## src/dp_ram.sv

```systemverilog
// simple dual-port RAM
`timescale 1ns/10ps
`default_nettype none

module dp_ram #(
    parameter int width = 8,
    parameter int depth = 512
) (
    input  wire                     clk_sys,
    input  wire                     wr,
    input  wire [$clog2(depth)-1:0] waddr,
    input  wire [width-1:0]         wdata,
    input  wire [$clog2(depth)-1:0] raddr,
    output logic [width-1:0]        rdata
);

    logic [width-1:0] mem [depth];

    always_ff @(posedge clk_sys) begin
        if (wr) begin
            mem[waddr] <= wdata;
        end
        rdata <= mem[raddr];    // one cycle after raddr
    end

endmodule

`default_nettype wire

```

## config.mk

```make
export PLATFORM = sky130hd
export DESIGN_NAME = dp_ram
export DESIGN_NICKNAME = d
export VERILOG_FILES = /design/src/dp_ram.sv
export SDC_FILE = /design/constraint.sdc
export NUM_CORES = 2
export LEC_CHECK = 0
export BUFFER_PORTS_ARGS = -buffer_cell sky130_fd_sc_hd__buf_2
export CAP_MARGIN = 20
export CORE_UTILIZATION = 30
export DETAILED_ROUTE_END_ITERATION = 7
export PLACE_DENSITY = 0.46
export SLEW_MARGIN = 25
export SYNTH_ARGS = -nofsm -noshare
export SYNTH_HDL_FRONTEND = slang
export SYNTH_SLANG_ARGS = --single-unit
```

## constraint.sdc

```tcl
create_clock -name clk_sys -period 2.1 [get_ports clk_sys]
set_clock_uncertainty 0.1 [all_clocks]
set_input_delay 0.21 -clock clk_sys [delete_from_list [all_inputs] [get_ports clk_sys]]
set_output_delay 0.21 -clock clk_sys [all_outputs]
set_load 0.1 [all_outputs]
```

== After elaboration in Yosys (flattened, before gate mapping) ==
Memories as Yosys holds them, arrays and structs flattened. A register that Yosys moved wholly into a read port is not among the register bits.
Cells that the tools add are included.

* Bits in latches: 0
* Output and inout bits: 8
* Memories kept: 1
* Bits in writable memories: 4096
* Input port bits: 28
* ROM bits: 0
* Flip-flop bits (word level): 0

{| class="wikitable"
|+ Memory list
! memory !! words !! width !! rd ports !! clocked after memory_dff !! write ports !! RTL line !! source
|-
| mem || 512 || 8 || 1 || 1 || 1 || 17 || <nowiki>logic [width-1:0] mem [depth];</nowiki>
|}

* Shift-type cells: 0
* Order comparisons: 0
* Eq/ne operators: 0
* $add $sub $neg: 0
* Reductions and logical operators: 0
* Muxes and demuxes: 2
* Div/mod/pow operators: 0
* Bitwise gates (word level): 0
* Multipliers: 0

{| class="wikitable"
|+ Operator list
! cell !! count
|-
| $mux W1 || 2
|}

== Longest topological paths before layout ==
* Word-level depth: 2
* Mapped depth: 12
* Mapped depth without buffers: 7

== Worst setup path after synthesis ==
No wires, ideal clock.

* Kind: input to register
* From: input raddr[0]
* To: register rdata[0] (read register of mem)
* Path buffers: 4
* Slack: -182 ps
* Arrival: 2064 ps
* Stages on the path: 10
* Cells stage by stage: buf_4 -> buf_12 -> buf_12 -> buf_2 -> mux4_2 -> o21ai_0 -> nand3_1 -> nand4_1 -> o21ai_0 -> o2111a_1

{| class="wikitable"
|+ RTL lines
! item !! RTL line !! source
|-
| start, declared || 13 || <nowiki>input wire [$clog2(depth)-1:0] raddr,</nowiki>
|-
| end, declared || 14 || <nowiki>output logic [width-1:0] rdata</nowiki>
|}

==> results.cfg <==
[run_status]
outcome = complete, but fails checks
failed_checks = setup timing

[critical_path]
critical_path.max_fanout = 2
worst_setup_path_start_kind = flop
reg2reg_end = rdata[1]$_DFF_P_
timing.critical_path.required_ns = 2.93
worst_setup_path_end_kind = flop
number_of_cells_on_the_worst_reg_to_reg_path = 8
crit_path_category = flop to flop
destination_of_the_critical_timing_path = rdata[1]$_DFF_P_
worstReg2RegStart = mem[507][1]$_DFFE_PP_
setup.worst_path.start = mem[507][1]$_DFFE_PP_
reg2reg_slack_ns = -0.48
cp_data_arrival_time_ns = 3.41

[synthesis]
postSynthRegisterBits = 4104
yosys.cell_types.count = 51
synth_warnings = 0
seq_total_area_yosys_pct = 77.0
post_syn_area_per_cell_um2 = 19.9
proportion_of_register_bits_with_asynchronous_set_or_reset_after_synthesis_pct = 0
synth_enable_flop_cells = 4096
synthCells = 8030
ys.flop_type = sky130_fd_sc_hd__edfxtp_1
postSynthNetCount = 8058
mappedNetlistArea_um2 = 160000

[place]
dp_cells = 16300
gpl_congestion = 0.842
dp_hpwl_um = 329000
buffer_ports.inserted = 35

[sta]
min_period_ns = 2.58
timing.final.max_slew_violations = 0
timing.final.setup_violations = 8
grt_setup_unrepaired = true
max_freq_mhz = 388
hold_ws_ns = 0.0785
fin_setup_tns_ns = -2.59
worst_pin_slew_ns = 0.898
postLayoutSetupSlackWorst_ns = -0.480
relSlewSlack_pct = 40.1
final_hold_viol_count = 0
part_of_the_cycle_the_worst_path_needs_pct = 123

[pwr]
p_clk_share_pct = 43.1
intPower_w = 0.138
power.combinational.fraction_pct = 6.1
seq_power_share_pct = 50.8
power_leakage_nw = 65.8
irDropWorstVdd_mv = 0.633
switchingPower_w = 0.0395
power_per_cell_area_nw_per_um2 = 897
power.share.switching_pct = 22.2
total_power_w = 0.178

[clocking]
cts_root_buffer = sky130_fd_sc_hd__clkbuf_16
tritoncts_clock_tree = built
clkSinkCount = 4104
clock_path_buffers = 4
worst_skew_pair.late_latency_ns = 1.04
cts_made_buffers = 432
cts.reportedPaths.clkPinSlew_ns = 0.06
cts_htree_levels = 5

[drt]
detail_route.iter0.violations = 7967
detail-route-antenna-nets = 0
detailedRoute.firstPassIterationCount = 6
post-route-drc-count = 0
dr_total_vias = 85900
post_drt_wl_per_cell_um = 28.4
post_drt_via_cell_ratio = 5.02
drt_wl_total_um = 486000

[final_layout]
most-common-layout-cells = 4096 x sky130_fd_sc_hd__edfxtp_1, 1482 x sky130_fd_sc_hd__buf_4, 793 x sky130_fd_sc_hd__mux2i_1
area_delta_synth_final_pct = 24.0
mostFrequentLayoutCell = sky130_fd_sc_hd__edfxtp_1
final_cells = 17100
layout.nets = 9784
final_layout_size_suffix_gt1_share_pct = 32.2

[floorplanning]
fp.coreArea_um2 = 530000
dieWidth_um = 732
design.portCount = 36
floorplan.initialDensity_pct = 30.2
floorplan.die_area_um2 = 536000
die_height_um = 732
fp-row-count = 267

[grt]
initial_antenna_violation_count = 22
globalRoute.totalOverflow = 0
wire_length_of_the_first_global_routing_pass_um = 685000
grt_util_all_layers_pct = 17.6
grt_max_degree = 105
first_global_vias = 88800

[min_path]
hold_path.class = input port to flop

[flow_run]
max_cap_violations = 0
routing by layer:
metal / global-route usage (%) / part of all wire (%)
met1: 24.5 / 44
met3: 2.29 / 4.9
met2: 29.5 / 49
met5: 0 / 0.0027
met4: 4.25 / 2.6
power groups by stage:
stage	logic (W)	registers (W)	clock network [W]
after detailed placement	0.0106	0.0921	0
after global placement	0.0105	0.0921	0
after CTS	0.0109	0.0904	0.0783
after global routing	0.0113	0.0903	0.0811
final	0.0108	0.0904	0.0766
after floorplan	0.00435	0.0922	0
per-stage QoR:
step           util, %  setup WS [ns]  area, um2
3_3_place_gp      34.5          -2.04     183000
2_1_floorplan        -        -0.0418     160000
4_1_cts           37.4         -0.465     198000
3_5_place_dp      34.5          -1.82     183000
6_report          37.4         -0.480     198000
5_1_grt           37.4         -0.505     198000
cell usage after synthesis, drive strengths merged (3+ instances only):
master	count	share of area (%)
nand2b	4	0.016
o2111a	8	0.056
dfxtp	8	0.10
o22a	3	0.016
and2	20	0.078
nor2	597	1.4
a2111oi	3	0.016
or3	6	0.023
o311ai	6	0.033
edfxtp	4096	77
o41ai	7	0.038
o21ai	119	0.37
a22o	5	0.027
nand3	36	0.11
and3	4	0.016
o22ai	163	0.64
and3b	4	0.022
nand2	111	0.26
buf	248	1.2
mux4	654	9.2
a22oi	61	0.29
inv	3	0.0070
o31ai	13	0.061
or2	5	0.020
a211oi	17	0.080
a21oi	194	0.61
clkbuf	265	0.62
o221ai	372	2.0
nand4	32	0.13
mux2i	797	5.0
nor3	109	0.34
nor3b	8	0.038
nor4	36	0.14
nor2b	6	0.023
worst min-delay path by stage:
stage	endpoint	startpoint	cells after the start
after global placement	mem[401][3]$_DFFE_PP_	wdata[3]	1
after CTS	mem[133][4]$_DFFE_PP_	waddr[6]	6
final	mem[133][4]$_DFFE_PP_	waddr[5]	6
after floorplan	mem[0][0]$_DFFE_PP_	wdata[0]	0
after global routing	mem[133][4]$_DFFE_PP_	waddr[5]	6
after detailed placement	mem[403][3]$_DFFE_PP_	wdata[3]	1
worst max-delay path, cell delays in order, from the launching register on:
cell and delay, ns:
sky130_fd_sc_hd__edfxtp_1 0.33, sky130_fd_sc_hd__mux2i_1 0.09, sky130_fd_sc_hd__o221ai_2 0.27, sky130_fd_sc_hd__o22ai_2 0.12, sky130_fd_sc_hd__buf_6 0.14, sky130_fd_sc_hd__a22oi_2 0.18
sky130_fd_sc_hd__nand4_1 0.63, sky130_fd_sc_hd__nand2_2 0.41, sky130_fd_sc_hd__o2111a_1 0.24
registers in the layout, indices dropped and copies added, names as in the netlist:
signal,count
rdata,8
mem,4096
repair_timing:
item	4_1_cts	5_1_grt
hold buffers	18	0
setup endpoints to repair	16	274
resized for setup	168	67
gates cloned	0	0
setup buffers	1	5
hold endpoints to repair	4068	0
pin swaps	37	42
cell type report:
type,count,area (um2)
Multi-Input combinational cell,3410,35100
Antenna cell,9,22.5
Tap cell,6994,8750
Inverter,3,18.8
Clock inverter,261,2760
Sequential cell,4104,123000
Fill cell,48600,332000
Timing Repair Buffer,1805,17100
Clock buffer,532,11300
kinds of logic (layout without fill, tap and decap cells):
logic type | count (synthesis) | count (layout) | synth area share [%]
other cells | 0 | 9 | 0
buf+inv | 516 | 2601 | 1.85
compound gates | 979 | 979 | 4.31
mux | 1451 | 1451 | 14.2
flops | 4104 | 4104 | 77.0
simple gates | 980 | 980 | 2.63
(Power assumes the default switching activity.)
