--- config.mk ---
export PLATFORM = sky130hd
export DESIGN_NAME = kernel_bd_build
export DESIGN_NICKNAME = d
export VERILOG_FILES = /design/src/tx_bd_pkg.sv /design/src/tx_bd_fmt_pkg.sv /design/src/kernel_bd_build.sv
export SDC_FILE = /design/constraint.sdc
export NUM_CORES = 1
export LEC_CHECK = 0
export BUFFER_PORTS_ARGS = -buffer_cell sky130_fd_sc_hd__buf_4
export CORE_AREA = 2 2 241 243
export DETAILED_ROUTE_END_ITERATION = 10
export DIE_AREA = 0 0 243 245
export GPL_TIMING_DRIVEN = 0
export PLACE_DENSITY = 0.36
export SLEW_MARGIN = 0
export SYNTH_ARGS = -nofsm -noshare
export SYNTH_HDL_FRONTEND = slang
export SYNTH_SLANG_ARGS = --single-unit
--- constraint.sdc ---
create_clock -name clk_sys -period 7.3 [get_ports clk_sys]
set_input_delay 1.095 -clock clk_sys [delete_from_list [all_inputs] [get_ports clk_sys]]
set_output_delay 1.095 -clock clk_sys [all_outputs]
set_load 0.02 [all_outputs]
--- src/tx_bd_pkg.sv ---
// tx descriptor common types
`default_nettype none

package tx_bd_pkg;

    // serial number also addresses both RAMs
    localparam int sn_w = 9;

    typedef logic [sn_w-1:0] sn_t;
    typedef logic [31:0]     len_t;
    typedef logic [12:0]     chunk_len_t;   // holds 4096 itself
    typedef logic [63:0]     addr_t;
    typedef logic [7:0]      acc_type_t;
    typedef logic [47:0]     ve_info_t;
    typedef logic [87:0]     hacc_t;        // accelerator entry

    // largest read command in bytes
    localparam int chunk_bytes = 4096;

    typedef enum logic [1:0] {
        idle,
        issue,
        wait_ff
    } split_state_t;

endpackage

`default_nettype wire

--- src/tx_bd_fmt_pkg.sv ---
// tx descriptor bit layouts
`default_nettype none

package tx_bd_fmt_pkg;

    //--------------------------------------------------------------------------
    // descriptor word, low to high: src, dst, len, ve info, access type
    //--------------------------------------------------------------------------
    localparam int desc_src_lsb = 0;
    localparam int desc_dst_lsb = desc_src_lsb + $bits(tx_bd_pkg::addr_t);
    localparam int desc_len_lsb = desc_dst_lsb + $bits(tx_bd_pkg::addr_t);
    localparam int desc_ve_lsb  = desc_len_lsb + $bits(tx_bd_pkg::len_t);
    localparam int desc_acc_lsb = desc_ve_lsb + $bits(tx_bd_pkg::ve_info_t);
    localparam int desc_w       = desc_acc_lsb + $bits(tx_bd_pkg::acc_type_t);  // 216

    typedef logic [desc_w-1:0] desc_t;

    // descriptor RAM entry {len, ve info, dst, src}
    localparam int bd_entry_w = $bits(tx_bd_pkg::len_t) + $bits(tx_bd_pkg::ve_info_t)
                              + 2 * $bits(tx_bd_pkg::addr_t);

    typedef logic [bd_entry_w-1:0] bd_entry_t;

    // kernel record, bd entry above accelerator entry
    localparam int kbd_w = bd_entry_w + $bits(tx_bd_pkg::hacc_t);

    typedef logic [kbd_w-1:0] kbd_t;

endpackage

`default_nettype wire

--- src/kernel_bd_build.sv ---
// kernel record builder
`timescale 1ns/10ps
`default_nettype none

module kernel_bd_build (
    input  wire                           clk_sys,
    input  wire                           rst,
    input  wire                           rsp_empty,
    input  wire tx_bd_pkg::sn_t           rsp_head,
    input  wire                           kernel_afull,
    input  wire tx_bd_fmt_pkg::bd_entry_t bd_rdata,
    input  wire tx_bd_pkg::hacc_t         hacc_rdata,
    output logic                          rsp_pop,
    output tx_bd_pkg::sn_t                bd_raddr,
    output tx_bd_pkg::sn_t                hacc_raddr,
    output logic                          kernel_bd_wen,
    output tx_bd_fmt_pkg::kbd_t           kernel_bd_data
);

    logic pop_d;    // RAM data valid

    // at most one pop every other cycle
    always_ff @(posedge clk_sys or posedge rst) begin
        if (rst) begin
            rsp_pop       <= 1'b0;
            pop_d         <= 1'b0;
            kernel_bd_wen <= 1'b0;
        end else begin
            rsp_pop       <= !rsp_empty && !kernel_afull && !rsp_pop;
            pop_d         <= rsp_pop;
            kernel_bd_wen <= pop_d;
        end
    end

    always_ff @(posedge clk_sys) begin
        if (pop_d) begin
            kernel_bd_data <= {bd_rdata, hacc_rdata};
        end
    end

    // show-ahead head addresses both RAMs
    assign bd_raddr   = rsp_head;
    assign hacc_raddr = rsp_head;

endmodule

`default_nettype wire

[Word-level counts from Yosys, hierarchy flattened]
Cells that the tools add are included.
Operators by class
  reductions and logical operators: 5
Operators by type and width (count)
  $logic_not A1 Y1: 3
  $logic_and A1 B1 Y1: 2
Storage, ports and cells
  register bits after elaboration: 299
  input port bits: 309
  logic and storage cells: 9

[Depth between registers and ports, before layout]
  word-level depth: 3
  depth in mapped cells: 1
  mapped depth without buffers: 1

[Worst setup path after synthesis]
No wires, ideal clock.
  path kind: reg-to-reg
  start: reg pop_d
  end: reg kernel_bd_wen
  library setup time: 778 ps
  arrival: 6307 ps
  setup slack: 216 ps
  stages on the path, launching flop included: 1
  buffers on the path: 0
  cells stage by stage: dfrtp_1
RTL lines
  start, declared: RTL line kernel_bd_build.sv:20  | logic pop_d;
  start signal, assigned: RTL line kernel_bd_build.sv:30  | pop_d <= rsp_pop;
  end signal, assigned: RTL line kernel_bd_build.sv:31  | kernel_bd_wen <= pop_d;
  end, declared: RTL line kernel_bd_build.sv:16  | output logic kernel_bd_wen,
No word-level cell between the ends.

[Final worst setup path]
  start: in rsp_head[0]
  end: out hacc_raddr[0]
RTL lines
  start, declared: RTL line kernel_bd_build.sv:9  | input wire tx_bd_pkg::sn_t rsp_head,
  end, declared: RTL line kernel_bd_build.sv:15  | output tx_bd_pkg::sn_t hacc_raddr,
No word-level cell between the ends.

==> Implementation_results.wiki <==
{| class="wikitable"
! Metric !! Value
|-
| WL per Instance || 17.8 µm
|-
| Die height || 245 µm
|-
| TritonCTS clock tree || built
|-
| Count of final max-slew check failures || 0
|-
| Most common cell type on the critical path || sky130_fd_sc_hd__buf_4
|-
| H-tree level count || 2
|-
| Area overhead of the layout relative to synthesis || 75.5%
|-
| Count of vias placed by the detailed router || 5669
|-
| Flops & latches, synth || 299
|-
| Peak VDD IR || 173 µV
|-
| Worst hold path type || input port to async pin
|-
| Post-Synthesis Mean Instance Area || ~29 µm²
|-
| Startpoint of the most critical setup path || rsp_head[0]
|-
| Cell area after synthesis || a little over 0.009 mm²
|-
| Hpwl dp || 24200 µm
|-
| Clock buffer count from CTS || 38
|-
| Req. time, crit path || 6.20 ns
|-
| Detailed-route wire length || 31500 µm
|-
| Crit Path Max Fanout || 2
|-
| Number of I/O pins || 625
|-
| Commonest cells after routing, fill and taps aside || 633 x sky130_fd_sc_hd__buf_4, 296 x sky130_fd_sc_hd__edfxtp_1, 39 x sky130_fd_sc_hd__clkbuf_16, 11 x sky130_fd_sc_hd__clkinv_1, 6 x sky130_fd_sc_hd__clkinv_2
|-
| Largest net degree at the start of global routing || slightly below 70
|-
| Number of warning messages in the yosys log || 0
|-
| Final Wtd Congestion || 0.743
|-
| Number of hold-slack violations in the final timing report || 0
|-
| Critical path, cell by cell || buf_4 -> buf_4
|-
| Post-route worst setup slack || 4.85 ns
|-
| Starting utilization of the core area || 16.0%
|-
| Total setup buffers inserted after CTS || 0
|-
| Setup WS pre-CTS || around 4.9 ns
|-
| Run status || finished, final reports clean
|-
| Global-route wire length before repair || roughly 42000 µm
|-
| Residual DRC || 0
|-
| Share of final-layout standard cells stronger than drive strength 1 || between 60% and 70%
|-
| Launching point of the worst reg2reg path || pop_d
|-
| # setup viols final || 0
|-
| Highest Clock Rate || 409 MHz
|-
| Die outline width || 243 µm
|-
| CTS Hold Buffers Added || 0
|-
| Final critical-path share of the clock period || 33.5%
|-
| Aggregate global routing overflow || 0
|-
| CTS resizes || 0
|-
| Clock skew || 0.0191 ns
|-
| Maximum count of clock buffers along a single path || 3
|-
| Slowest cell on crit path || sky130_fd_sc_hd__buf_4
|-
| Path type of the worst setup path || input port to primary output
|-
| Clock sinks || 299
|-
| Worst-Skew Late Latency || 0.55 ns
|-
| Leading cell type in the layout, fill and taps excluded || sky130_fd_sc_hd__buf_4
|-
| Via-to-Cell Ratio || 3.20
|-
| Vias in the first global route || about 6100
|-
| Largest stage delay, worst path || 0.15 ns
|-
| Nets@finish || between 1000 and 1500
|-
| Mapped Nets || 628
|-
| Clock transition at path regs || 0.06 ns
|-
| Kind of cell adding the most delay to the critical path || buffers and inverters
|-
| Sequential area share after synthesis || 98.4%
|-
| DRT Pass-1 Iters || 4
|-
| Number of distinct library cells after synthesis || 5
|-
| Number of instances in the synthesized netlist || 319
|-
| Floorplan core area || 0.0570 mm²
|-
| Relative slew margins || 75.1%
|-
| WP data arrival || 1.35 ns
|-
| Count of routing violations after the opening detailed-route iteration || 178
|-
| Antenna violations before repair || 5
|-
| Std cell rows || 88
|-
| Total chip power || 4.15 mW
|-
| DIE AREA || between 0.05 and 0.06 mm²
|-
| Worst setup SP type || input port
|-
| Minimum period implied by the final worst setup slack || 2.45 ns
|-
| Number of antenna-violating nets in the routed design || 0
|-
| GRT Overall Usage || 10.0%
|-
| Power density normalized to cell area || 259 mW/mm²
|-
| RSZ-0062 raised after global routing || no
|-
| # port buffers || 615
|-
| Final-layout setup total negative slack || 0 ns
|-
| Type of destination of the critical path || primary output
|-
| WP buf/inv || 2
|-
| Core occupancy in the finished layout || 28.0%
|-
| Leakage component of the power || 6.47 nW
|-
| Buffer cell driving the clock tree root || sky130_fd_sc_hd__clkbuf_16
|-
| MaxCap Viol Count || 0
|-
| Worst Tran Pin Value || between 0.3 and 0.4 ns
|}
==> cell families (layout without fill, tap and decap cells) <==
| kind of cell | count (synthesis) | after routing | share of synthesized area, % |
|---|---|---|---|
| other | 0 | 1 | 0 |
| flip-flops | 299 | 299 | 98.4 |
| buffers and inverters | 19 | 707 | 1.52 |
| AND/OR/NAND/NOR | 1 | 1 | 0.110 |
==> flip-flops by register name (all words and copies together), names as in the netlist <==
signal          count
kernel_bd_data    296
pop_d               1
rsp_pop             1
kernel_bd_wen       1
==> per-layer routing <==
layer / up-vias / track usage, % / routed length [µm]
met3: 73 / 5.32 / 3580
met1: 2684 / 9.77 / 10200
met2: 297 / 17.6 / 16700
met5: - / 0 / 54
li1: 2607 / - / -
met4: 8 / 4.13 / 1010
==> stage by stage <==
stage          std cells  hold WS (ns)  instance area (µm²)
2_1_floorplan        319         0.530                 9110
4_1_cts             1772         0.376                16000
5_1_grt             1772         0.393                16000
6_report            1773         0.425                16000
3_3_place_gp        1699         0.411                14700
3_5_place_dp        1704         0.419                14800
==> final cells by class <==
cell class / instances / area, µm²
well taps: 765 / 957
flip-flops and latches: 299 / 8970
inverters: 1 / 3.75
fillers: 5865 / 41000
multi-input cells: 1 / 10.0
repair buffers: 620 / 4750
diodes: 1 / 2.50
clock inverters: 22 / 151
plain buffers: 18 / 135
clock buffers: 46 / 1020
==> Yosys cell counts <==
| cell | count | area, µm² |
|---|---|---|
| sky130_fd_sc_hd__buf_4 | 18 | 135 |
| sky130_fd_sc_hd__edfxtp_1 | 296 | 8890 |
| sky130_fd_sc_hd__nor3_2 | 1 | 10.0 |
| sky130_fd_sc_hd__inv_1 | 1 | 3.75 |
| sky130_fd_sc_hd__dfrtp_1 | 3 | 75.1 |
==> worst paths after layout <==
check,end,slack (ns),cells past startpoint
setup / recovery,hacc_raddr[0],4.85,2
hold / removal,pop_d,0.43,2
setup reg to reg,kernel_bd_data[212],5.21,3
hold reg to reg,pop_d,0.43,0
max in group asynchronous,pop_d,6.71,2
min in group clk_sys,pop_d,0.43,0
==> power by group <==
group / internal [mW] / switching (mW)
Clock: 1.03 / 0.740
Sequential: 1.97 / 0.0205
Combinational: 0.195 / 0.184
Power figures use the tool's default switching activity.
