### config.mk
export PLATFORM = sky130hd
export DESIGN_NAME = sn_fifo
export DESIGN_NICKNAME = d
export VERILOG_FILES = /design/src/tx_bd_pkg.sv /design/src/sn_fifo.sv
export SDC_FILE = /design/constraint.sdc
export NUM_CORES = 2
export LEC_CHECK = 0
export BUFFER_PORTS_ARGS = -buffer_cell sky130_fd_sc_hd__buf_2
export CELL_PAD_IN_SITES_DETAIL_PLACEMENT = 1
export CELL_PAD_IN_SITES_GLOBAL_PLACEMENT = 1
export CORE_MARGIN = 1
export CORE_UTILIZATION = 51
export DETAILED_ROUTE_END_ITERATION = 8
export PLACE_DENSITY_LB_ADDON = 0.08
export SYNTH_ARGS = -nofsm -noshare
export SYNTH_HDL_FRONTEND = slang
export SYNTH_MEMORY_MAX_BITS = 65536
export SYNTH_SLANG_ARGS = --single-unit
### constraint.sdc
create_clock -name clk_sys -period 3.9 [get_ports clk_sys]
set_clock_uncertainty 0.2 [all_clocks]
set_input_delay 0.39 -clock clk_sys [delete_from_list [all_inputs] [get_ports clk_sys]]
set_output_delay 0.39 -clock clk_sys [all_outputs]
set_load 0.03 [all_outputs]
### src/tx_bd_pkg.sv
// tx descriptor common types
`default_nettype none

package tx_bd_pkg;

    // serial number also addresses both RAMs
    localparam int sn_w = 9;

    typedef logic [sn_w-1:0] sn_t;
    typedef logic [31:0]     len_t;
    typedef logic [12:0]     chunk_len_t;   // holds 4096 itself
    typedef logic [63:0]     addr_t;
    typedef logic [7:0]      acc_type_t;
    typedef logic [47:0]     ve_info_t;
    typedef logic [87:0]     hacc_t;        // accelerator entry

    // largest read command in bytes
    localparam int chunk_bytes = 4096;

    typedef enum logic [1:0] {
        idle,
        issue,
        wait_ff
    } split_state_t;

endpackage

`default_nettype wire

### src/sn_fifo.sv
// response serial number FIFO
`timescale 1ns/10ps
`default_nettype none

module sn_fifo #(
    parameter int rsp_depth       = 512,
    parameter int rsp_afull_level = 450
) (
    input  wire                 clk_sys,
    input  wire                 rst,
    input  wire                 wr,
    input  wire tx_bd_pkg::sn_t wdata,
    input  wire                 rd,
    output tx_bd_pkg::sn_t      rdata,
    output logic                empty,
    output logic                afull
);

    localparam int ptr_w = $clog2(rsp_depth);
    localparam int cnt_w = $clog2(rsp_depth + 1);

    tx_bd_pkg::sn_t   mem [rsp_depth];
    logic [ptr_w-1:0] wr_ptr;
    logic [ptr_w-1:0] rd_ptr;
    logic [cnt_w-1:0] level;
    logic             push;
    logic             pop;

    assign push = wr && (level != cnt_w'(rsp_depth));
    assign pop  = rd && !empty;

    always_ff @(posedge clk_sys) begin
        if (push) begin
            mem[wr_ptr] <= wdata;
        end
    end

    always_ff @(posedge clk_sys or posedge rst) begin
        if (rst) begin
            wr_ptr <= '0;
            rd_ptr <= '0;
            level  <= '0;
        end else begin
            if (push) begin
                wr_ptr <= (wr_ptr == ptr_w'(rsp_depth - 1)) ? '0 : wr_ptr + 1'b1;
            end
            if (pop) begin
                rd_ptr <= (rd_ptr == ptr_w'(rsp_depth - 1)) ? '0 : rd_ptr + 1'b1;
            end
            if (push && !pop) begin
                level <= level + 1'b1;
            end else if (pop && !push) begin
                level <= level - 1'b1;
            end
        end
    end

    assign rdata = mem[rd_ptr];     // head word shown ahead
    assign empty = (level == '0);
    assign afull = (level >= cnt_w'(rsp_afull_level));

endmodule

`default_nettype wire

=== After elaboration in Yosys (flattened, before gate mapping) ===
Memory sizes are Yosys's and may differ from the RTL's.
Index checks and enable logic that the tools add are counted.

* Add/sub/neg operators: 4
* Multipliers: 0
* Div/mod/pow operators: 0
* Order comparisons: 1
* Equal/unequal tests: 3
* Shift-type cells: 0
* Mux-type cells: 6
* Bitwise logic cells: 0
* Reductions and logical operators: 9

{| class="wikitable"
|+ Operators by type and width
! operator !! number
|-
| two-way mux 10 bit || 2
|-
| adder 9 x 1 -> 9 bit, second input constant || 2
|-
| equality test 9 bit, second input constant || 2
|-
| two-way mux 9 bit || 2
|-
| adder 10 x 1 -> 10 bit, second input constant || 1
|-
| >= comparator 10 x 9 -> 1 bit, second input constant || 1
|-
| logical NOT 10 bit || 1
|-
| inequality test 10 bit, second input constant || 1
|-
| subtractor 10 x 1 -> 10 bit, second input constant || 1
|-
| logical AND 1 bit || 4
|-
| logical NOT 1 bit || 3
|-
| two-way mux 1 bit || 2
|-
| nonzero test 2 bit || 1
|}

* Register bits after elaboration: 28
* Bits in latches: 0
* Memory bits (writable): 4608
* Memory bits (read-only): 0
* Bits of input ports: 13
* Output and inout port bits: 11
* Word-level logic and storage cells: 27
* Memories: 1

{| class="wikitable"
|+ Memories
! name !! words !! bits a word !! rd ports !! clocked after memory_dff !! write ports !! RTL line !! source
|-
| mem || 512 || 9 || 1 || 0 || 1 || sn_fifo.sv:22 || <nowiki>tx_bd_pkg::sn_t mem [rsp_depth];</nowiki>
|}

=== Logic depth before layout (Yosys ltp) ===
* Word-level depth: 6
* Depth in mapped cells: 16
* Depth with buffers taken out: 15

=== Least setup slack after synthesis ===
No wires, ideal clock.

* Path kind: reg2reg
* Start point: register level[6]
* End point: register level[9]
* Library setup time: 0.137 ns
* Arrival time: 3.480 ns
* Data required time: 3.563 ns
* Setup slack: 0.082 ns
* Cell stages (with the launch flop): 17
* Path buffers: 1
* Period minus slack after synthesis: 3.818 ns
* Path through: dfrtp_1 > nor4_1 > nand3_1 > o21ai_0 > clkbuf_1 > inv_1 > ha_1 > inv_1 > ha_1 > a21o_1 > a21oi_1 > o21ai_0 > a21oi_1 > o21ai_0 > a21oi_1 > mux2i_1 > o221ai_1

* Elaborated cells between the ends (all ways): 14
* Classes of those cells: add/sub: 2; eq/ne: 1; mux: 2; reduce/logical: 9

{| class="wikitable"
|+ RTL lines
! what !! RTL line !! source
|-
| start: declaration || sn_fifo.sv:25 || <nowiki>logic [cnt_w-1:0] level;</nowiki>
|-
| start signal: assignment || sn_fifo.sv:51 || <nowiki>level <= level + 1'b1;</nowiki>
|-
| start signal: assignment || sn_fifo.sv:53 || <nowiki>level <= level - 1'b1;</nowiki>
|-
| inequality test 10 bit * || sn_fifo.sv:29 || <nowiki>assign push = wr && (level != cnt_w'(rsp_depth));</nowiki>
|-
| logical AND 1 bit * || sn_fifo.sv:29 ||
|-
| net push || sn_fifo.sv:26 || <nowiki>logic push;</nowiki>
|-
| logical NOT 1 bit || sn_fifo.sv:52 || <nowiki>end else if (pop && !push) begin</nowiki>
|-
| logical AND 1 bit || sn_fifo.sv:52 ||
|-
| nonzero test 2 bit (no source line) || -- ||
|}

Mark *: on every way through the listed nets, which the timed path passes. The rest lies on a longest branch. The select of a mux whose other input is x is not followed.
A chain may end at the register's enable or synchronous reset.

=== Worst setup path after layout ===
* Start point: register rd_ptr[0]
* End point: output rdata[8]

* Longest elaborated chain between the ends: 1

{| class="wikitable"
|+ Ends and longest elaborated chain
! what !! RTL line !! source
|-
| start: declaration || sn_fifo.sv:24 || <nowiki>logic [ptr_w-1:0] rd_ptr;</nowiki>
|-
| start signal: assignment || sn_fifo.sv:48 || <nowiki>rd_ptr <= (rd_ptr == ptr_w'(rsp_depth - 1)) ? '0 : rd_ptr + 1'b1;</nowiki>
|-
| memory read (512 x 9 bit) || -- ||
|-
| end: declaration || sn_fifo.sv:14 || <nowiki>output tx_bd_pkg::sn_t rdata,</nowiki>
|}

No other way between the ends.

==> flow_summary.ini <==
[status]
status = complete, but fails checks
violations = setup timing

[min_path]
holdPathEnd = mem[19][1]
hold_path_depth = 2
min_from = wdata[1]
hold_class = primary input to flip-flop

[floorplanning]
die_w_um = 596
fp-row-count = 217
core_sq_um = 350000
die_area_sq_um = 355000
start_util = 0.514
die_y_um = 596
ios = 24

[logic_synthesis]
ys_seq_elements = 4636
synth_nets = 8253
ys_types = 72
synthSimpleGateAreaFrac = 0.0206
synth_adder_area_share = 0.00122
synthArstFlopShare = 0.00604
synth_flop_cell = edfxtp_1
synthMuxAreaShare = 0.163
synth_xor_area_frac = 0.000341
synth_compound_area_frac = 0.0255
syn_area_sq_um = 180000
syn_inst = 8223
synth_top_family_by_area = multiplexers
ys_warn_count = 0
syn_avg_cell_area_sq_um = 21.9
synth-edff-count = 4608
ys_seq_area_frac = 0.773

[route]
vias = 95146
wire_per_inst_um = 38.4
ant_nets = 0
drt_iter0_markers = 12048
totalWireLength_um = 561000
viasPerCell = 6.52
drtPass1Iterations = 5
drc = 0

[grt]
grt_pass1_wl_um = 779000
grt_max_degree = 148
antenna_found_initial = 31
track_usage = 0.315
overflow = 0
grt_pass1_vias = 97438

[setup_path]
critPathRequiredTime_ns = 3.31
timing.rr.end = mem[446][8]
crit_type = flip-flop to primary output
start_kind = flip-flop
r2r-start = level[1]
r2r_cells = 8
critical_path_arrival_ns = 4.93
crit_path_end_kind = primary output
crit_fanout = 8
cp-startpoint = rd_ptr[0]
r2r_setup_slack_ns = 0.20

[sta]
fin_ws_ns = -1.62
worstMarginPinSlew_ns = 1.46
rsz0062_at_grt = yes
clock.fmax_mhz = 181
relSlewSlack = 0.0205
finalCritPeriodShare = 1.41
hold_viol_final = 0
slew_viol_final = 0
min_period_ns = 5.52
finalSetupViolCount = 9

[pwr]
power_density_nw_per_um2 = 658
ir_drop_uv = 439
leakagePower_nw = 69.0

[clock_network]
cts_buffer_depth = 4
cts.root.buffer_cell = clkbuf_16
cts_tree = built
clock-sinks = 4636
htree_levels = 5
clock_latency_ns = 1.00
cts.clk_slew.worst_paths_ns = 0.06
cts_buffers = 471

[final_layout]
final_common_cell = edfxtp_1
nets = 9615
layout_common_cells = 4,608 x edfxtp_1, 1,175 x mux4_2, 1,090 x buf_4, 584 x nor2_1, 481 x clkbuf_16
stdcell_area_sq_um = 213000
synthToLayoutAreaGrowth_pct = 18.6
post-route-util = 0.609
drive_above_1_share = 0.341

[placement]
placed_area_sq_um = 195000
pre_cts_ws_ns = -1.65
place.gp.congestion = 0.866
port_buffers = 23
dpl.hpwl_um = 360000

[flow_run]
cap_viol_max_count = 0
cell usage after synthesis (28+ instances only):
master    number  area share
edfxtp_1    4608        0.77
a211oi_1      52      0.0022
dfrtp_1       28      0.0039
a21oi_1      128      0.0036
buf_1         29     0.00060
nor2_1       595       0.012
nor3_1        35     0.00097
mux4_2      1175        0.15
o21ai_0      129      0.0036
o22ai_1       64      0.0022
buf_4         50      0.0021
buf_2        117      0.0033
clkbuf_1     230      0.0048
o221ai_1      81      0.0039
mux2i_1      272       0.015
nand2_1      167      0.0035
a221oi_1      28      0.0014
a22oi_1       61      0.0025
buf_6         60      0.0038
cell families (layout without fill, tap and decap cells):
kind of cell	Yosys count	in the layout
compound gates	674	674
xor+xnor	7	7
fa+ha+maj	17	17
buf+inv	525	2296
flops	4636	4636
mux	1461	1461
other cells	0	9
simple gates	903	903
power breakdown:
group          internal, mW  switching, mW  total [mW]
logic                  16.6           23.2        39.8
registers              55.1          0.205        55.3
clock network          25.8           19.4        45.2
total                  97.5           42.8         140
worst max-delay path, stage by stage, from the launching register on:
cell	delay, ns
dfrtp_4	0.48
buf_12	0.18
buf_16	0.14
buf_16	0.16
buf_16	0.18
buf_12	0.14
mux4_2	0.50
mux4_2	0.58
a21oi_2	0.17
o211ai_1	0.32
nor4_4	0.52
buf_4	0.25
nor3_4	0.08
buf_6	0.15
cell type report:
cell class / instances / area (sq um)
fill: 28692 / 137000
multi-input combinational: 3062 / 39000
clock inverter: 297 / 2970
antenna: 9 / 22.5
tap: 4599 / 5750
clock buffer: 585 / 12400
inverter: 18 / 88.8
timing repair buffer: 1396 / 14200
sequential: 4636 / 139000
worst max-delay path by stage:
stage          endpoint  slack [ns]  depth (start not counted)
2_1_floorplan  level[9]        0.08                         16
3_3_place_gp   rdata[3]       -1.59                         13
3_5_place_dp   rdata[3]       -1.65                         13
4_1_cts        rdata[3]       -1.66                         15
5_1_grt        rdata[8]       -1.67                         14
6_report       rdata[8]       -1.62                         13
timing repair:
item	4_1_cts	5_1_grt
setup endpoints to repair	9	11
pin swaps	30	26
hold buffers	13	0
gates cloned	18	5
gates resized for setup	218	79
setup buffers	70	41
hold endpoints to repair	1431	0
state kept, by name, summed over array words and instances, names as in the netlist:
register  flops
rd_ptr        9
wr_ptr        9
mem        4608
level        10
through the flow:
stage	TNS [ns]	total power, mW	cells	hold slack, ns
after detailed placement	-10.53	93.3	13569	0.266
after CTS	-14.03	140	14550	0.125
after global routing	-13.98	143	14595	0.180
after global placement	-10.68	93.0	13569	0.263
after floorplan	0	73.7	8223	0.255
final	-13.72	140	14602	0.176
metal layers:
layer | global-route usage | part of all wire | wire, um | up-vias
met5 | 0 | 0.00018 | 103 | -
met4 | 0.112 | 0.041 | 23100 | 16
met3 | 0.0503 | 0.088 | 49500 | 933
met2 | 0.499 | 0.47 | 266000 | 4850
met1 | 0.450 | 0.40 | 222000 | 51881
li1 | - | - | - | 37466
Power figures use the tool's default switching activity.
