==> config.mk <==
export PLATFORM = sky130hd
export DESIGN_NAME = bd_fetch_ctrl
export DESIGN_NICKNAME = d
export VERILOG_FILES = /design/src/tx_bd_pkg.sv /design/src/tx_bd_fmt_pkg.sv /design/src/bd_fetch_ctrl.sv
export SDC_FILE = /design/constraint.sdc
export NUM_CORES = 1
export LEC_CHECK = 0
export BUFFER_PORTS_ARGS = -buffer_cell sky130_fd_sc_hd__buf_2
export CORE_AREA = 4 4 235 237
export DETAILED_ROUTE_END_ITERATION = 7
export DIE_AREA = 0 0 239 241
export GPL_ROUTABILITY_DRIVEN = 0
export PLACE_DENSITY = 0.45
export SLEW_MARGIN = 20
export SYNTH_ARGS = -nofsm -noshare
export SYNTH_HDL_FRONTEND = slang
export SYNTH_SLANG_ARGS = --single-unit
==> constraint.sdc <==
create_clock -name clk_sys -period 8.8 [get_ports clk_sys]
set_input_delay 0.44 -clock clk_sys [delete_from_list [all_inputs] [get_ports clk_sys]]
set_output_delay 0.44 -clock clk_sys [all_outputs]
set_load 0.1 [all_outputs]
==> src/tx_bd_pkg.sv <==
// tx descriptor common types
`default_nettype none

package tx_bd_pkg;

    // serial number also addresses both RAMs
    localparam int sn_w = 9;

    typedef logic [sn_w-1:0] sn_t;
    typedef logic [31:0]     len_t;
    typedef logic [12:0]     chunk_len_t;   // holds 4096 itself
    typedef logic [63:0]     addr_t;
    typedef logic [7:0]      acc_type_t;
    typedef logic [47:0]     ve_info_t;
    typedef logic [87:0]     hacc_t;        // accelerator entry

    // largest read command in bytes
    localparam int chunk_bytes = 4096;

    typedef enum logic [1:0] {
        idle,
        issue,
        wait_ff
    } split_state_t;

endpackage

`default_nettype wire

==> src/tx_bd_fmt_pkg.sv <==
// tx descriptor bit layouts
`default_nettype none

package tx_bd_fmt_pkg;

    //--------------------------------------------------------------------------
    // descriptor word, low to high: src, dst, len, ve info, access type
    //--------------------------------------------------------------------------
    localparam int desc_src_lsb = 0;
    localparam int desc_dst_lsb = desc_src_lsb + $bits(tx_bd_pkg::addr_t);
    localparam int desc_len_lsb = desc_dst_lsb + $bits(tx_bd_pkg::addr_t);
    localparam int desc_ve_lsb  = desc_len_lsb + $bits(tx_bd_pkg::len_t);
    localparam int desc_acc_lsb = desc_ve_lsb + $bits(tx_bd_pkg::ve_info_t);
    localparam int desc_w       = desc_acc_lsb + $bits(tx_bd_pkg::acc_type_t);  // 216

    typedef logic [desc_w-1:0] desc_t;

    // descriptor RAM entry {len, ve info, dst, src}
    localparam int bd_entry_w = $bits(tx_bd_pkg::len_t) + $bits(tx_bd_pkg::ve_info_t)
                              + 2 * $bits(tx_bd_pkg::addr_t);

    typedef logic [bd_entry_w-1:0] bd_entry_t;

    // kernel record, bd entry above accelerator entry
    localparam int kbd_w = bd_entry_w + $bits(tx_bd_pkg::hacc_t);

    typedef logic [kbd_w-1:0] kbd_t;

endpackage

`default_nettype wire

==> src/bd_fetch_ctrl.sv <==
// descriptor fetch control
`timescale 1ns/10ps
`default_nettype none

module bd_fetch_ctrl #(
    parameter int max_inflight = 450
) (
    input  wire                       clk_sys,
    input  wire                       rst,
    input  wire                       desc_empty,
    input  wire tx_bd_fmt_pkg::desc_t desc_data,
    input  wire                       rd_cmd_ff,
    input  wire                       rsp_afull,
    input  wire                       split_busy,
    input  wire                       rsp_pop,
    output logic                      desc_rd,
    output logic                      desc_take,
    output tx_bd_pkg::sn_t            cur_sn,
    output tx_bd_pkg::len_t           cur_len,
    output tx_bd_pkg::addr_t          cur_src,
    output tx_bd_pkg::acc_type_t      cur_acc_type,
    output tx_bd_pkg::ve_info_t       cur_ve_info,
    output logic                      bd_wr,
    output tx_bd_pkg::sn_t            bd_waddr,
    output tx_bd_fmt_pkg::bd_entry_t  bd_wdata
);

    localparam int cnt_w = $clog2(max_inflight + 1);

    logic [cnt_w-1:0] inflight;     // descriptors awaiting a response
    logic             fetch_en;
    tx_bd_pkg::sn_t   next_sn;
    tx_bd_pkg::addr_t cur_dst;

    assign fetch_en = !desc_empty && !rd_cmd_ff && !rsp_afull && !split_busy
                      && (inflight < cnt_w'(max_inflight)) && !desc_rd;

    always_ff @(posedge clk_sys or posedge rst) begin
        if (rst) begin
            desc_rd  <= 1'b0;
            bd_wr    <= 1'b0;
            next_sn  <= '0;
            inflight <= '0;
        end else begin
            desc_rd <= fetch_en;
            bd_wr   <= desc_rd;     // entry lands with the latched fields
            if (desc_rd) begin
                next_sn <= next_sn + 1'b1;  // wraps at 512
            end
            if (desc_rd && !rsp_pop) begin
                inflight <= inflight + 1'b1;
            end else if (!desc_rd && rsp_pop && (inflight != '0)) begin
                inflight <= inflight - 1'b1;
            end
        end
    end

    //--------------------------------------------------------------------------
    // field latch
    //--------------------------------------------------------------------------
    always_ff @(posedge clk_sys) begin
        if (desc_rd) begin
            cur_sn       <= next_sn;
            cur_acc_type <= desc_data[tx_bd_fmt_pkg::desc_acc_lsb +: 8];
            cur_ve_info  <= desc_data[tx_bd_fmt_pkg::desc_ve_lsb +: 48];
            cur_len      <= desc_data[tx_bd_fmt_pkg::desc_len_lsb +: 32];
            cur_dst      <= desc_data[tx_bd_fmt_pkg::desc_dst_lsb +: 64];
            cur_src      <= desc_data[tx_bd_fmt_pkg::desc_src_lsb +: 64];
        end
    end

    assign desc_take = desc_rd;
    assign bd_waddr  = cur_sn;
    assign bd_wdata  = {cur_len, cur_ve_info, cur_dst, cur_src};

endmodule

`default_nettype wire

* Word level (Yosys, flattened, before mapping)
Cells that the tools add are included.
Cells by class: add/sub/neg operators 3, order comparisons 1, mux-type cells 2, reductions and logical operators 16
Operators with widths (count):
- 9-bit by 1-bit adder with 9-bit output (second input constant) | 2
- 9-bit two-way mux | 2
- 9-bit less-than comparator (second input constant) | 1
- 9-bit nonzero test | 1
- 9-bit by 1-bit subtractor with 9-bit output (second input constant) | 1
- 1-bit logical AND | 8
- 1-bit logical NOT | 6
- 2-bit nonzero test | 1
Storage, ports and cells: bits in registers 245, input bits 223, output and inout bits 381, logic and storage cells 32

* Longest topological paths before layout
word-level depth 6, depth in mapped cells 9, mapped depth without buffers 8

* Worst setup path before layout
OpenSTA, ideal clock, no wires.
kind reg2reg, from register desc_rd, to register inflight[8], setup time 0.126 ns, arrival time 8.000 ns, required time 8.674 ns, setup slack 0.674 ns, stages on the path, launching flop included 10, path buffers 1, period minus slack after synthesis 8.126 ns, path through dfrtp_1 -> buf_2 -> nor2b_1 -> inv_1 -> fa_1 -> a21oi_2 -> o22ai_2 -> o41ai_4 -> mux2i_1 -> mux2i_1
On the way: cells in the longest elaborated chain, start to end 4, elaborated cells between the ends (all ways) 6, those cells by class 1 x mux; 5 x reduce/logical
Ends and longest elaborated chain:
- start: declaration | RTL line bd_fetch_ctrl.sv:16 | output logic desc_rd,
- start signal: assignment | RTL line bd_fetch_ctrl.sv:45 | desc_rd <= fetch_en;
- 1-bit logical NOT | RTL line bd_fetch_ctrl.sv:52 | end else if (!desc_rd && rsp_pop && (inflight != '0)) begin
- 1-bit logical AND (2 in series) | RTL line bd_fetch_ctrl.sv:52
- 2-bit nonzero test (no source line)
- end signal: assignment | RTL line bd_fetch_ctrl.sv:51 | inflight <= inflight + 1'b1;
- end signal: assignment | RTL line bd_fetch_ctrl.sv:53 | inflight <= inflight - 1'b1;
- end: declaration | RTL line bd_fetch_ctrl.sv:30 | logic [cnt_w-1:0] inflight;
Parallel ways exist; a longest one is shown, timed or not. A chain may end at the register's enable or synchronous reset.

* Worst setup path in the final report
from register desc_rd, to output desc_take
RTL lines:
- end: declaration | RTL line bd_fetch_ctrl.sv:17 | output logic desc_take,
No word-level cell between the ends.

==> results_dict.tcl <==
set metrics [dict create \
    outcome "completed" \
    setup-violations-final 0 \
    grt_pass1_vias 5719 \
    leakagePower_nw 5.394 \
    clkPwrFrac 0.359 \
    pre_cts_slack_ns 5.753 \
    synthTopCellsByArea "edfxtp_1, buf_4, dfrtp_1" \
    syn_area_per_cell_um2 18.64 \
    cap_violations 0 \
    synth_top_area_share 0.7441 \
    fin_util 0.2389 \
    num_rows 85 \
    finalHoldViolCount 0 \
    viasPerCell 3.382 \
    drtIter0Drc 270 \
    yosysUniqueCellTypes 38 \
    wl_per_cell_um 17.93 \
    grt_pass1_wl_um 39540 \
    switchingPower_uw 992.7 \
    comb_power_share 0.199 \
    synthesis.nets 719 \
    grt-ovfl-total 0 \
    fill_cells 5604 \
    die-area_um2 57600 \
    setup_tns_ns 0 \
    critPathLaunchType "flip-flop" \
    fmax_ghz 0.3087 \
    fin_ws_ns 5.561 \
    n_antenna_cell 0 \
    start_util 0.1704 \
    ant_nets 0 \
    finalCritPeriodShare 0.3681 \
    finalCriticalPeriod_ns 3.239 \
    yosysWarnings 0 \
    remaining_drc_errors 0 \
    fin_cells 1687 \
    worstMarginPinSlew_ns 0.9065 \
    vias 5705 \
    syn_to_final_growth_pct 40.18 \
    syn_inst 487 \
    ys_seq_area_frac 0.7992 \
    die-width_um 239 \
    final_nets 1201 \
    synth_top_cell_by_area "edfxtp_1" \
    grtUsageMet2 0.1667 \
    crit_fanout 64 \
    core_area_um2 53280 \
    rsz0062_at_grt "false" \
    grt_max_degree 71 \
    num_io_pins 604 \
    port-buffer-count 603 \
    min_path_type "input pin to async pin" \
    clk-insertion-delay-late_ns 0.55 \
    critPathKind "flip-flop to output pin" \
    fin_hold_ws_ns 0.05502 \
    grt_antenna_before_repair 10 \
    swShare 0.3144 \
    final_cell_mix "buf_2, edfxtp_1, clkbuf_16" \
    cts_buffer_depth 3 \
    required_ns 8.36 \
    root_buffer "clkbuf_16" \
    slew_headroom 0.3957 \
    dp_hpwl_um 24060 \
    grt-busiest-layer "met2" \
    p_int_mw 2.165 \
    grt_use_met3 0.03131 \
    ys_ff_latch 245 \
    finalPower_mw 3.157 \
    h-tree-depth 1 \
    grt_use_met1 0.1086 \
    cts.clk_slew.worst_paths_ns 0.06 \
    skew_ns 0.007470 \
    powerDensity_nw_per_um2 248.1 \
    mostFrequentLayoutCell "buf_2" \
    fin_area_um2 12730 \
    dp_cells 1633 \
    cts_tree "built" \
    endpoint_kind "output pin" \
    cts_made_buffers 29 \
    placed_cell_area_um2 11830 \
    final_layout_size_suffix_gt1_frac 0.6640 \
    slew_viol_final 0 \
    clock_sinks 245 \
    drt-total-wl_um 30260 \
    die_y_um 241 \
    cp.arrival_ns 2.80 \
    synth_area_um2 9080 \
    drt_pass1_iterations 4 \
    rrSetupSlack_ns 5.91 \
    track_usage 0.09338 \
    seqPwrFrac 0.442 \
    ir_drop_mv 0.1275 \
]
-- synth_stat cells (all sizes together) --
| cell | count |
|---|---|
| edfxtp | 225 |
| buf | 156 |
| dfrtp | 20 |
| ha | 8 |
| o21ai | 8 |
| xnor2 | 8 |
| nand2 | 7 |
| nor2 | 7 |
| xor2 | 7 |
| a21oi | 5 |
| inv | 4 |
| nand3 | 4 |
| nand4 | 4 |
| mux2i | 3 |
| mux2 | 2 |
| nand2b | 2 |
| nor3 | 2 |
| o21a | 2 |
| o22ai | 2 |
| a211oi | 1 |
| a21o | 1 |
| a31oi | 1 |
| and2b | 1 |
| fa | 1 |
| nor2b | 1 |
| nor4 | 1 |
| o21bai | 1 |
| o41ai | 1 |
| or3 | 1 |
| or4 | 1 |
-- path summary, 6_finish.rpt --
path,endpoint,from,depth (start not counted)
worst max register to register,inflight[8],desc_rd,8
worst min-delay path,next_sn[6],rst,2
min in group clk_sys,cur_len[4],desc_data[132],1
worst min register to register,inflight[8],inflight[8],1
max in group asynchronous,desc_rd,rst,2
worst max-delay path,desc_take,desc_rd,2
-- layer usage --
layer,share of wire,wire [um]
met2,0.51,15430
met5,0.00073,22
met3,0.096,2897
met4,0.023,700
met1,0.37,11210
-- power groups by stage --
stage	sequential, mW	combinational [mW]	clock [mW]
CTS	1.40	0.636	1.19
global route	1.40	0.669	1.24
global placement	1.42	0.630	0
floorplan	1.60	0.335	0
finish	1.39	0.630	1.13
detailed placement	1.42	0.635	0
-- sequential cells by signal, indices dropped and copies added (netlist names) --
register	cells
desc_rd	1
cur_src	64
next_sn	9
cur_ve_info	48
inflight	9
bd_waddr	9
cur_acc_type	8
cur_len	32
cur_dst	64
bd_wr	1
-- area by class of cell --
class / instances / area [um^2] / area share
inverter: 4 / 15.01 / 0.001180
multi-input combinational: 82 / 639.4 / 0.05023
clock inverter: 20 / 151.4 / 0.01189
timing repair buffer: 607 / 3050 / 0.2397
clock buffer: 33 / 740.7 / 0.05819
tap: 696 / 870.8 / 0.06842
sequential: 245 / 7261 / 0.5704
-- cell families (layout without fill, tap and decap cells) --
logic type      Yosys count  after routing  share of synthesized area
compound gates           22             22                    0.01874
flops                   245            245                     0.7992
fa+ha+maj                 9              9                    0.01323
mux                       5              5                   0.005787
xor+xnor                 15             15                    0.01447
buf+inv                 160            664                     0.1304
simple gates             31             31                    0.01819
-- worst max-delay path, cell delays in order, from the launching register on --
cell and delay, ns:
dfrtp_4 0.81, buf_4 0.74, buf_2 0.57
-- timing repair --
action / in CTS / in global routing
buffers inserted: 0 / 0
hold buffers: 1 / 0
resized for setup: 0 / 0
endpoints found under the hold margin: 1 / 0
Note: power is estimated with default switching activity, not from simulation.
